[src/bus_pkg.sv]
package bus_pkg;

   // host side widths
   typedef logic [31:0] bus_addr_t;   // byte address
   typedef logic [31:0] bus_word_t;   // data word
   typedef logic [2:0]  word_idx_t;   // word within a line

   // address window of the bridge
   localparam bus_addr_t BUS_BASE_ADDR    = 32'h1000_0000;
   localparam bus_addr_t BUS_WINDOW_BYTES = 32'h0010_0000;  // 1 MiB
   localparam bus_addr_t BUS_END_ADDR     = BUS_BASE_ADDR + BUS_WINDOW_BYTES;

   // line layout, only the low eight words of a beat are mapped
   localparam int LINE_BYTES     = 32;
   localparam int WORDS_PER_LINE = 8;

   // offset bit positions
   localparam int WORD_SHIFT = $clog2(LINE_BYTES / WORDS_PER_LINE);  // byte within word
   localparam int LINE_SHIFT = $clog2(LINE_BYTES);                   // word within line

endpackage

[src/dram_pkg.sv]
package dram_pkg;

   // controller user port widths
   typedef logic [31:0]  dram_addr_t;
   typedef logic [287:0] dram_beat_t;   // 8 data words + 32 extra bits
   typedef logic [2:0]   dram_cmd_t;

   // command codes
   localparam dram_cmd_t DRAM_CMD_NONE = 3'd0;
   localparam dram_cmd_t DRAM_CMD_READ = 3'd1;

   // read sequencer
   typedef enum logic [1:0] {
      RD_IDLE = 2'd0,   // waiting for rd_start
      RD_CMD  = 2'd1,   // command on the port, waiting for dram_rdy
      RD_WAIT = 2'd2    // waiting for the read burst
   } rd_state_t;

endpackage

[src/bus_slave.sv]
`timescale 1ns/1ps

module bus_slave (
   input  logic                 dram_clk,
   input  logic                 dram_rst,
   input  logic                 req_valid,
   input  bus_pkg::bus_addr_t   req_addr,
   input  logic                 rsp_valid,
   output logic                 busy,
   output logic                 rd_start,
   output dram_pkg::dram_addr_t line_addr,
   output bus_pkg::word_idx_t   word_idx
);

   import bus_pkg::*;
   import dram_pkg::*;

   logic      in_window;
   logic      accept;
   bus_addr_t offset;

   // window check on the raw address
   assign in_window = (req_addr >= BUS_BASE_ADDR) && (req_addr < BUS_END_ADDR);

   // strobes while busy or outside the window are dropped
   assign accept = req_valid && !busy && in_window;

   assign offset = req_addr - BUS_BASE_ADDR;

   // one read in flight at a time
   always_ff @(posedge dram_clk) begin
      if (dram_rst) begin
         busy     <= 1'b0;
         rd_start <= 1'b0;
      end else begin
         rd_start <= accept;   // single cycle pulse
         if (accept) begin
            busy <= 1'b1;
         end else if (rsp_valid) begin
            busy <= 1'b0;      // free again on the cycle after the response
         end
      end
   end

   // request fields, held until the next accepted request
   always_ff @(posedge dram_clk) begin
      if (accept) begin
         line_addr <= dram_addr_t'(offset >> LINE_SHIFT);
         word_idx  <= offset[LINE_SHIFT-1:WORD_SHIFT];
      end
   end

endmodule

[src/dram_rd_seq.sv]
`timescale 1ns/1ps

module dram_rd_seq (
   input  logic                 dram_clk,
   input  logic                 dram_rst,
   input  logic                 rd_start,
   input  dram_pkg::dram_addr_t line_addr,
   output logic                 line_done,
   output dram_pkg::dram_beat_t line_data,
   output dram_pkg::dram_addr_t dram_addr,
   output dram_pkg::dram_cmd_t  dram_cmd,
   output logic                 dram_en,
   input  logic                 dram_rdy,
   input  dram_pkg::dram_beat_t dram_rd_data,
   input  logic                 dram_rd_data_valid,
   input  logic                 dram_rd_data_end
);

   import dram_pkg::*;

   rd_state_t state;
   logic      beat_held;   // first beat of the burst already stored
   logic      capture;
   logic      burst_end;

   // keep only the first beat, the end beat is the inverse copy
   assign capture = (state == RD_WAIT) && dram_rd_data_valid
                    && !dram_rd_data_end && !beat_held;

   assign burst_end = (state == RD_WAIT) && dram_rd_data_valid && dram_rd_data_end;

   always_ff @(posedge dram_clk) begin
      if (dram_rst) begin
         state     <= RD_IDLE;
         beat_held <= 1'b0;
         line_done <= 1'b0;
         dram_en   <= 1'b0;
         dram_cmd  <= DRAM_CMD_NONE;
         dram_addr <= '0;
      end else begin
         line_done <= 1'b0;

         case (state)
            RD_IDLE: begin
               beat_held <= 1'b0;
               if (rd_start) begin
                  // put the read on the user port
                  dram_en   <= 1'b1;
                  dram_cmd  <= DRAM_CMD_READ;
                  dram_addr <= line_addr;
                  state     <= RD_CMD;
               end
            end

            RD_CMD: begin
               // en, cmd and addr stay put until the controller takes them
               if (dram_rdy) begin
                  dram_en   <= 1'b0;
                  dram_cmd  <= DRAM_CMD_NONE;
                  dram_addr <= '0;
                  state     <= RD_WAIT;
               end
            end

            RD_WAIT: begin
               if (capture) begin
                  beat_held <= 1'b1;
               end
               if (burst_end) begin
                  line_done <= 1'b1;   // line_data is stable from here on
                  beat_held <= 1'b0;
                  state     <= RD_IDLE;
               end
            end

            default: begin
               state <= RD_IDLE;
            end
         endcase
      end
   end

   // beat store
   always_ff @(posedge dram_clk) begin
      if (capture) begin
         line_data <= dram_rd_data;
      end
   end

endmodule

[src/word_select.sv]
`timescale 1ns/1ps

module word_select (
   input  logic                 dram_clk,
   input  logic                 dram_rst,
   input  logic                 line_done,
   input  dram_pkg::dram_beat_t line_data,
   input  bus_pkg::word_idx_t   word_idx,
   output logic                 rsp_valid,
   output bus_pkg::bus_word_t   rsp_data
);

   import bus_pkg::*;

   bus_word_t line_words [WORDS_PER_LINE];

   // word k sits at bits 32k upward, top 32 bits of the beat unused
   always_comb begin
      for (int k = 0; k < WORDS_PER_LINE; k++) begin
         line_words[k] = line_data[k*$bits(bus_word_t) +: $bits(bus_word_t)];
      end
   end

   always_ff @(posedge dram_clk) begin
      if (dram_rst) begin
         rsp_valid <= 1'b0;
      end else begin
         rsp_valid <= line_done;   // one cycle after line_done
      end
   end

   // held until the next response
   always_ff @(posedge dram_clk) begin
      if (line_done) begin
         rsp_data <= line_words[word_idx];
      end
   end

endmodule

[src/dram_bridge_top.sv]
`timescale 1ns/1ps

module dram_bridge_top (
   input  logic                 dram_clk,
   input  logic                 dram_rst,

   // host side
   input  logic                 req_valid,
   input  bus_pkg::bus_addr_t   req_addr,
   output logic                 busy,
   output logic                 rsp_valid,
   output bus_pkg::bus_word_t   rsp_data,

   // controller user port
   output dram_pkg::dram_addr_t dram_addr,
   output dram_pkg::dram_cmd_t  dram_cmd,
   output logic                 dram_en,
   input  logic                 dram_rdy,
   input  dram_pkg::dram_beat_t dram_rd_data,
   input  logic                 dram_rd_data_valid,
   input  logic                 dram_rd_data_end
);

   import bus_pkg::*;
   import dram_pkg::*;

   logic       rd_start;
   dram_addr_t line_addr;
   word_idx_t  word_idx;
   logic       line_done;
   dram_beat_t line_data;

   bus_slave i_bus_slave (
      .dram_clk  (dram_clk),
      .dram_rst  (dram_rst),
      .req_valid (req_valid),
      .req_addr  (req_addr),
      .rsp_valid (rsp_valid),   // clears busy
      .busy      (busy),
      .rd_start  (rd_start),
      .line_addr (line_addr),
      .word_idx  (word_idx)
   );

   dram_rd_seq i_dram_rd_seq (
      .dram_clk           (dram_clk),
      .dram_rst           (dram_rst),
      .rd_start           (rd_start),
      .line_addr          (line_addr),
      .line_done          (line_done),
      .line_data          (line_data),
      .dram_addr          (dram_addr),
      .dram_cmd           (dram_cmd),
      .dram_en            (dram_en),
      .dram_rdy           (dram_rdy),
      .dram_rd_data       (dram_rd_data),
      .dram_rd_data_valid (dram_rd_data_valid),
      .dram_rd_data_end   (dram_rd_data_end)
   );

   word_select i_word_select (
      .dram_clk  (dram_clk),
      .dram_rst  (dram_rst),
      .line_done (line_done),
      .line_data (line_data),
      .word_idx  (word_idx),
      .rsp_valid (rsp_valid),
      .rsp_data  (rsp_data)
   );

endmodule

[config.mk]
export PLATFORM = sky130hd
export DESIGN_NAME = dram_bridge_top
export DESIGN_NICKNAME = d
export VERILOG_FILES = /design/src/bus_pkg.sv /design/src/dram_pkg.sv /design/src/bus_slave.sv /design/src/dram_rd_seq.sv /design/src/word_select.sv /design/src/dram_bridge_top.sv
export SDC_FILE = /design/constraint.sdc
export NUM_CORES = 1
export LEC_CHECK = 0
export ABC_AREA = 1
export BUFFER_PORTS_ARGS = -buffer_cell sky130_fd_sc_hd__buf_2
export CAP_MARGIN = 20
export CORE_ASPECT_RATIO = 0.5
export CORE_MARGIN = 8
export CORE_UTILIZATION = 30
export DETAILED_ROUTE_END_ITERATION = 8
export PLACE_DENSITY = 0.51
export SYNTH_ARGS = -nofsm -noshare
export SYNTH_HDL_FRONTEND = slang
export SYNTH_HIERARCHICAL = 1
export SYNTH_SLANG_ARGS = --single-unit
[constraint.sdc]
create_clock -name dram_clk -period 23.4 [get_ports dram_clk]
set_clock_uncertainty 0.05 [all_clocks]
set_input_delay 2.34 -clock dram_clk [delete_from_list [all_inputs] [get_ports dram_clk]]
set_output_delay 2.34 -clock dram_clk [all_outputs]
set_load 0.03 [all_outputs]
== Yosys cells after proc, flatten, opt, wreduce, memory -nomap -nowiden ==
Cells that the tools add are included.

* $add $sub $neg: 1
* Multiply operators: 0
* Divide/modulo/power cells: 0
* $lt $le $gt $ge: 3
* Eq/ne operators: 6
* Shift operators: 0
* Mux-type cells: 22
* Bitwise logic cells: 2
* Reductions and logical operators: 18

{| class="wikitable"
|+ Operator list
! kind !! count
|-
| 2-to-1 mux 32 bit || 4
|-
| binary-select mux 32 bit (select 3 bit) || 1
|-
| one-hot mux 32 bit (2 select lines) || 1
|-
| >= comparator 32 x 29 -> 1 bit, second input constant || 1
|-
| less-than comparator 32 x 29 -> 1 bit, second input constant || 1
|-
| subtractor 32 x 29 -> 32 bit, second input constant || 1
|-
| logical AND 1 bit || 7
|-
| 2-to-1 mux 1 bit || 7
|-
| 2-to-1 mux 2 bit || 3
|-
| 2-to-1 mux 3 bit || 2
|-
| one-hot mux 2 bit (3 select lines) || 1
|-
| one-hot mux 3 bit (2 select lines) || 1
|-
| AND reduction 3 bit || 2
|-
| nonzero test 2 bit || 3
|-
| >= comparator 4 bit, second input constant || 1
|-
| != test 2 bit, second input constant || 2
|-
| inverter 3 -> 4 bit || 1
|-
| one-hot mux 1 bit (2 select lines) || 2
|-
| logical NOT 1 bit || 3
|-
| != test 3 x 1 -> 1 bit, second input constant || 1
|-
| == test 2 x 1 -> 1 bit, second input constant || 1
|-
| == test 2 bit, second input constant || 1
|-
| logical NOT 2 bit || 1
|-
| != test 2 x 1 -> 1 bit, second input constant || 1
|-
| other kinds (3) || 3
|}

* Register bits: 361
* Latch bits: 0
* Memory bits (writable): 0
* Bits in read-only memories: 0
* Input bits: 326
* Output and inout bits: 70
* Word-level logic and storage cells: 65
* Memories: 0

== Logic depth before layout (Yosys ltp) ==
* Word-level depth: 7
* Depth in mapped cells: 10
* Gate-level depth less buffers: 10

== Modules after synthesis ==
Netlist, hierarchy kept.

{| class="wikitable"
|+ Modules (own cells, without submodules)
! module !! instances !! cells each !! area each (um^2) !! sequential area each (um^2)
|-
| dram_rd_seq || 1 || 463 || 10117.2 || 9389.0
|-
| word_select || 1 || 886 || 4469.3 || 980.9
|-
| bus_slave || 1 || 116 || 1331.3 || 940.9
|}

== Least setup slack after synthesis ==
Ideal clock, no wire load.

* Path kind: input-to-reg
* Start point: input port dram_rd_data_valid
* End point: register i_dram_rd_seq.line_data[0], enable pin
* Library setup time: 1.290 ns
* Arrival: 21.816 ns
* Data required time: 22.060 ns
* Path slack: 0.245 ns
* Cell stages on the path: 2
* Buffers on the path: 0
* Cells stage by stage: nand3_1 -> nor3_1

* Word-level cells in the longest chain between the ends: 3

{| class="wikitable"
|+ Ends and longest elaborated chain
! element !! line !! source
|-
| start, declared || dram_bridge_top.sv:20 || <nowiki>input logic dram_rd_data_valid,</nowiki>
|-
| logical AND 1 bit || dram_rd_seq.sv:27 || <nowiki>assign capture = (state == RD_WAIT) && dram_rd_data_valid</nowiki>
|-
| logical AND 1 bit (2 in series) || dram_rd_seq.sv:28 || <nowiki>&& !dram_rd_data_end && !beat_held;</nowiki>
|-
| via i_dram_rd_seq.capture || dram_rd_seq.sv:23 || <nowiki>logic capture;</nowiki>
|-
| end signal, assigned || dram_rd_seq.sv:86 || <nowiki>line_data <= dram_rd_data;</nowiki>
|-
| end, declared || dram_rd_seq.sv:9 || <nowiki>output dram_pkg::dram_beat_t line_data,</nowiki>
|}

The timed path passes the listed nets, and every way through them passes these cells.
A chain may end at the register's enable or synchronous reset.

== Worst setup path after layout ==
* Start point: input port dram_rd_data_valid
* End point: register i_dram_rd_seq.line_data[115], enable pin

The elaborated chain is that of the path after synthesis.

==> metrics.cfg <==
[run_status]
status = completed

[cts]
clock_path_buffers = 3
post_cts_buffers = 0
clock_latency_ps = 520
clk_pin_slew_worst_paths_ps = 60
clockRootBuffer = clkbuf_16
cts-resized-gates = 0
cts_buffers = 37
htreeDepth = 2
cts_sinks = 358
cts_tree = yes
ctsHoldBuffers = 0

[final_layout]
final_layout_size_suffix_gt1_share_pct = 24.7
mostFrequentLayoutCells = 471 x nand2_1, 361 x buf_2, 318 x edfxtp_1, 291 x inv_1, 163 x nand3_1
area_growth_pct = 23.0
final_core_util_pct = 37.7
nNetsFinal = 2108
final_common_cell = nand2_1

[global_route]
grt_pass1_vias = 10194
grt_max_degree = 192
antenna_found_initial = 15
grt_pass1_wl_microns = 60900
grt_use_total_pct = 13.8
overflow = 0

[setup_path]
worstPathArrival_ps = 4400
critPathRequiredTime_ps = 23490
cpMaxStageDelayCell = buf_12
max_stage_delay_ps = 760
critPathKind = in -> reg
critPathBufInv = 3
worstPathMaxFanout = 191
crit_family = buffers and inverters
startpoint_type = input pin
cp-end-kind = flop
crit_chain = buf_2 -> nand3_1 -> nor3_2 -> buf_4 -> buf_12

[worst_hold_path]
worstHoldPathType = reg -> reg

[sta]
slew_viol_final = 0
setup_tns_ps = 0
fin_crit_sh_pct = 18.4
rsz0062_at_grt = no
slew_headroom_pct = 27.2
worst_slew_pin_slew_ps = 1090
report.final.setup_viol = 0
fmax_ghz = 0.232
period_minus_slack_ps = 4310
hold_viol = 0

[floorplan]
rows = 57
initial_core_util_pct = 30.6
core_sq_um = 48900
die_y_microns = 174
dieArea_sq_um = 57700
fp.dieW_microns = 332
io_pins = 396

[synth]
syn-cell-area_sq_um = 15000
avgSynthCellArea_sq_um = 10.4
syn_inst = 1433
ys_warn_count = 6

[detailed_routing]
ant_nets = 0
drc = 0
viasPerCell = 4.16
routedWlPerCell_microns = 17.1
dr.first_iter.drc_count = 593
drt-pass1-iter-count = 4
num_vias = 10238
wl_microns = 42100

[power_and_ir_drop]
vdd.ir_drop.worst_mv = 0.0383
p_leak_nw = 8.44
powerDensity_nw_per_um2 = 71.6

[placed_design]
gp_congestion = 0.748
io_buffers = 361
hpwl_microns = 28300

[job]
maxCapViolations = 0

## layout make-up
type                    instances  area (sq um)
repair buffers                372          1900
inverters                     299          1130
well taps                     649           812
clock buffers                  48          1030
flip-flops and latches        358         10400
diodes                         14          35.0
fillers                      4877         30500
clock inverters                11          86.3
multi-input cells             712          3050
## report_power, final
part | switching, W | leakage, nW | internal (W)
clock | 0.000239 | 0.550 | 0.000319
combinational | 0.0000340 | 4.70 | 0.0000256
sequential | 0.00000107 | 3.18 | 0.000698
## metrics by stage
stage | hold slack, ps | instance area, sq um | total power (W) | instances | setup WS (ps)
6_report | 426 | 18400 | 0.00132 | 2463 | 19090
5_1_grt | 448 | 18400 | 0.00136 | 2463 | 18910
4_1_cts | 430 | 18400 | 0.00134 | 2449 | 19140
3_5_place_dp | 422 | 17200 | 0.000774 | 2390 | 18570
3_3_place_gp | 413 | 17200 | 0.000773 | 2390 | 18540
2_1_floorplan | 406 | 15000 | 0.000739 | 1438 | 2490
## per-layer routing
metal | part of all wire [%] | vias to the layer above | routed length [microns] | global-route usage, %
met2 | 58 | 155 | 24500 | 27.2
met3 | 2.8 | 71 | 1170 | 2.21
met5 | 0.028 | - | 12 | 0
li1 | - | 5206 | - | -
met4 | 3.1 | 2 | 1290 | 6.58
met1 | 36 | 4804 | 15100 | 14.0
## flip-flops by register name, summed over array words and instances (netlist names)
signal                   count
i_bus_slave/rd_start         1
i_dram_rd_seq/beat_held      1
i_dram_rd_seq/dram_cmd       1
i_bus_slave/word_idx         3
i_bus_slave/busy             1
i_word_select/rsp_valid      1
i_bus_slave/line_addr       27
i_dram_rd_seq/line_data    256
i_dram_rd_seq/dram_addr     32
i_dram_rd_seq/state          2
i_dram_rd_seq/line_done      1
i_word_select/rsp_data      32
## path summary, 6_finish.rpt
check / from / endpoint / slack (ps) / depth (start not counted)
setup / recovery: dram_rd_data_valid / i_dram_rd_seq/line_data[115] / 19090 / 5
hold / removal: i_dram_rd_seq/dram_addr[16] / i_dram_rd_seq/dram_addr[16] / 430 / 2
setup reg to reg: i_dram_rd_seq/state[0] / i_dram_rd_seq/line_data[115] / 20510 / 5
hold reg to reg: i_dram_rd_seq/dram_addr[16] / i_dram_rd_seq/dram_addr[16] / 430 / 2
## worst register-to-register path: cells and delay by family, from the launching register on
kind | cells | cell delay (ps)
DFF | 1 | 350
and+or+nand+nor | 2 | 270
buffers and inverters | 3 | 1610
No activity file was read; power rests on OpenSTA's default activity.
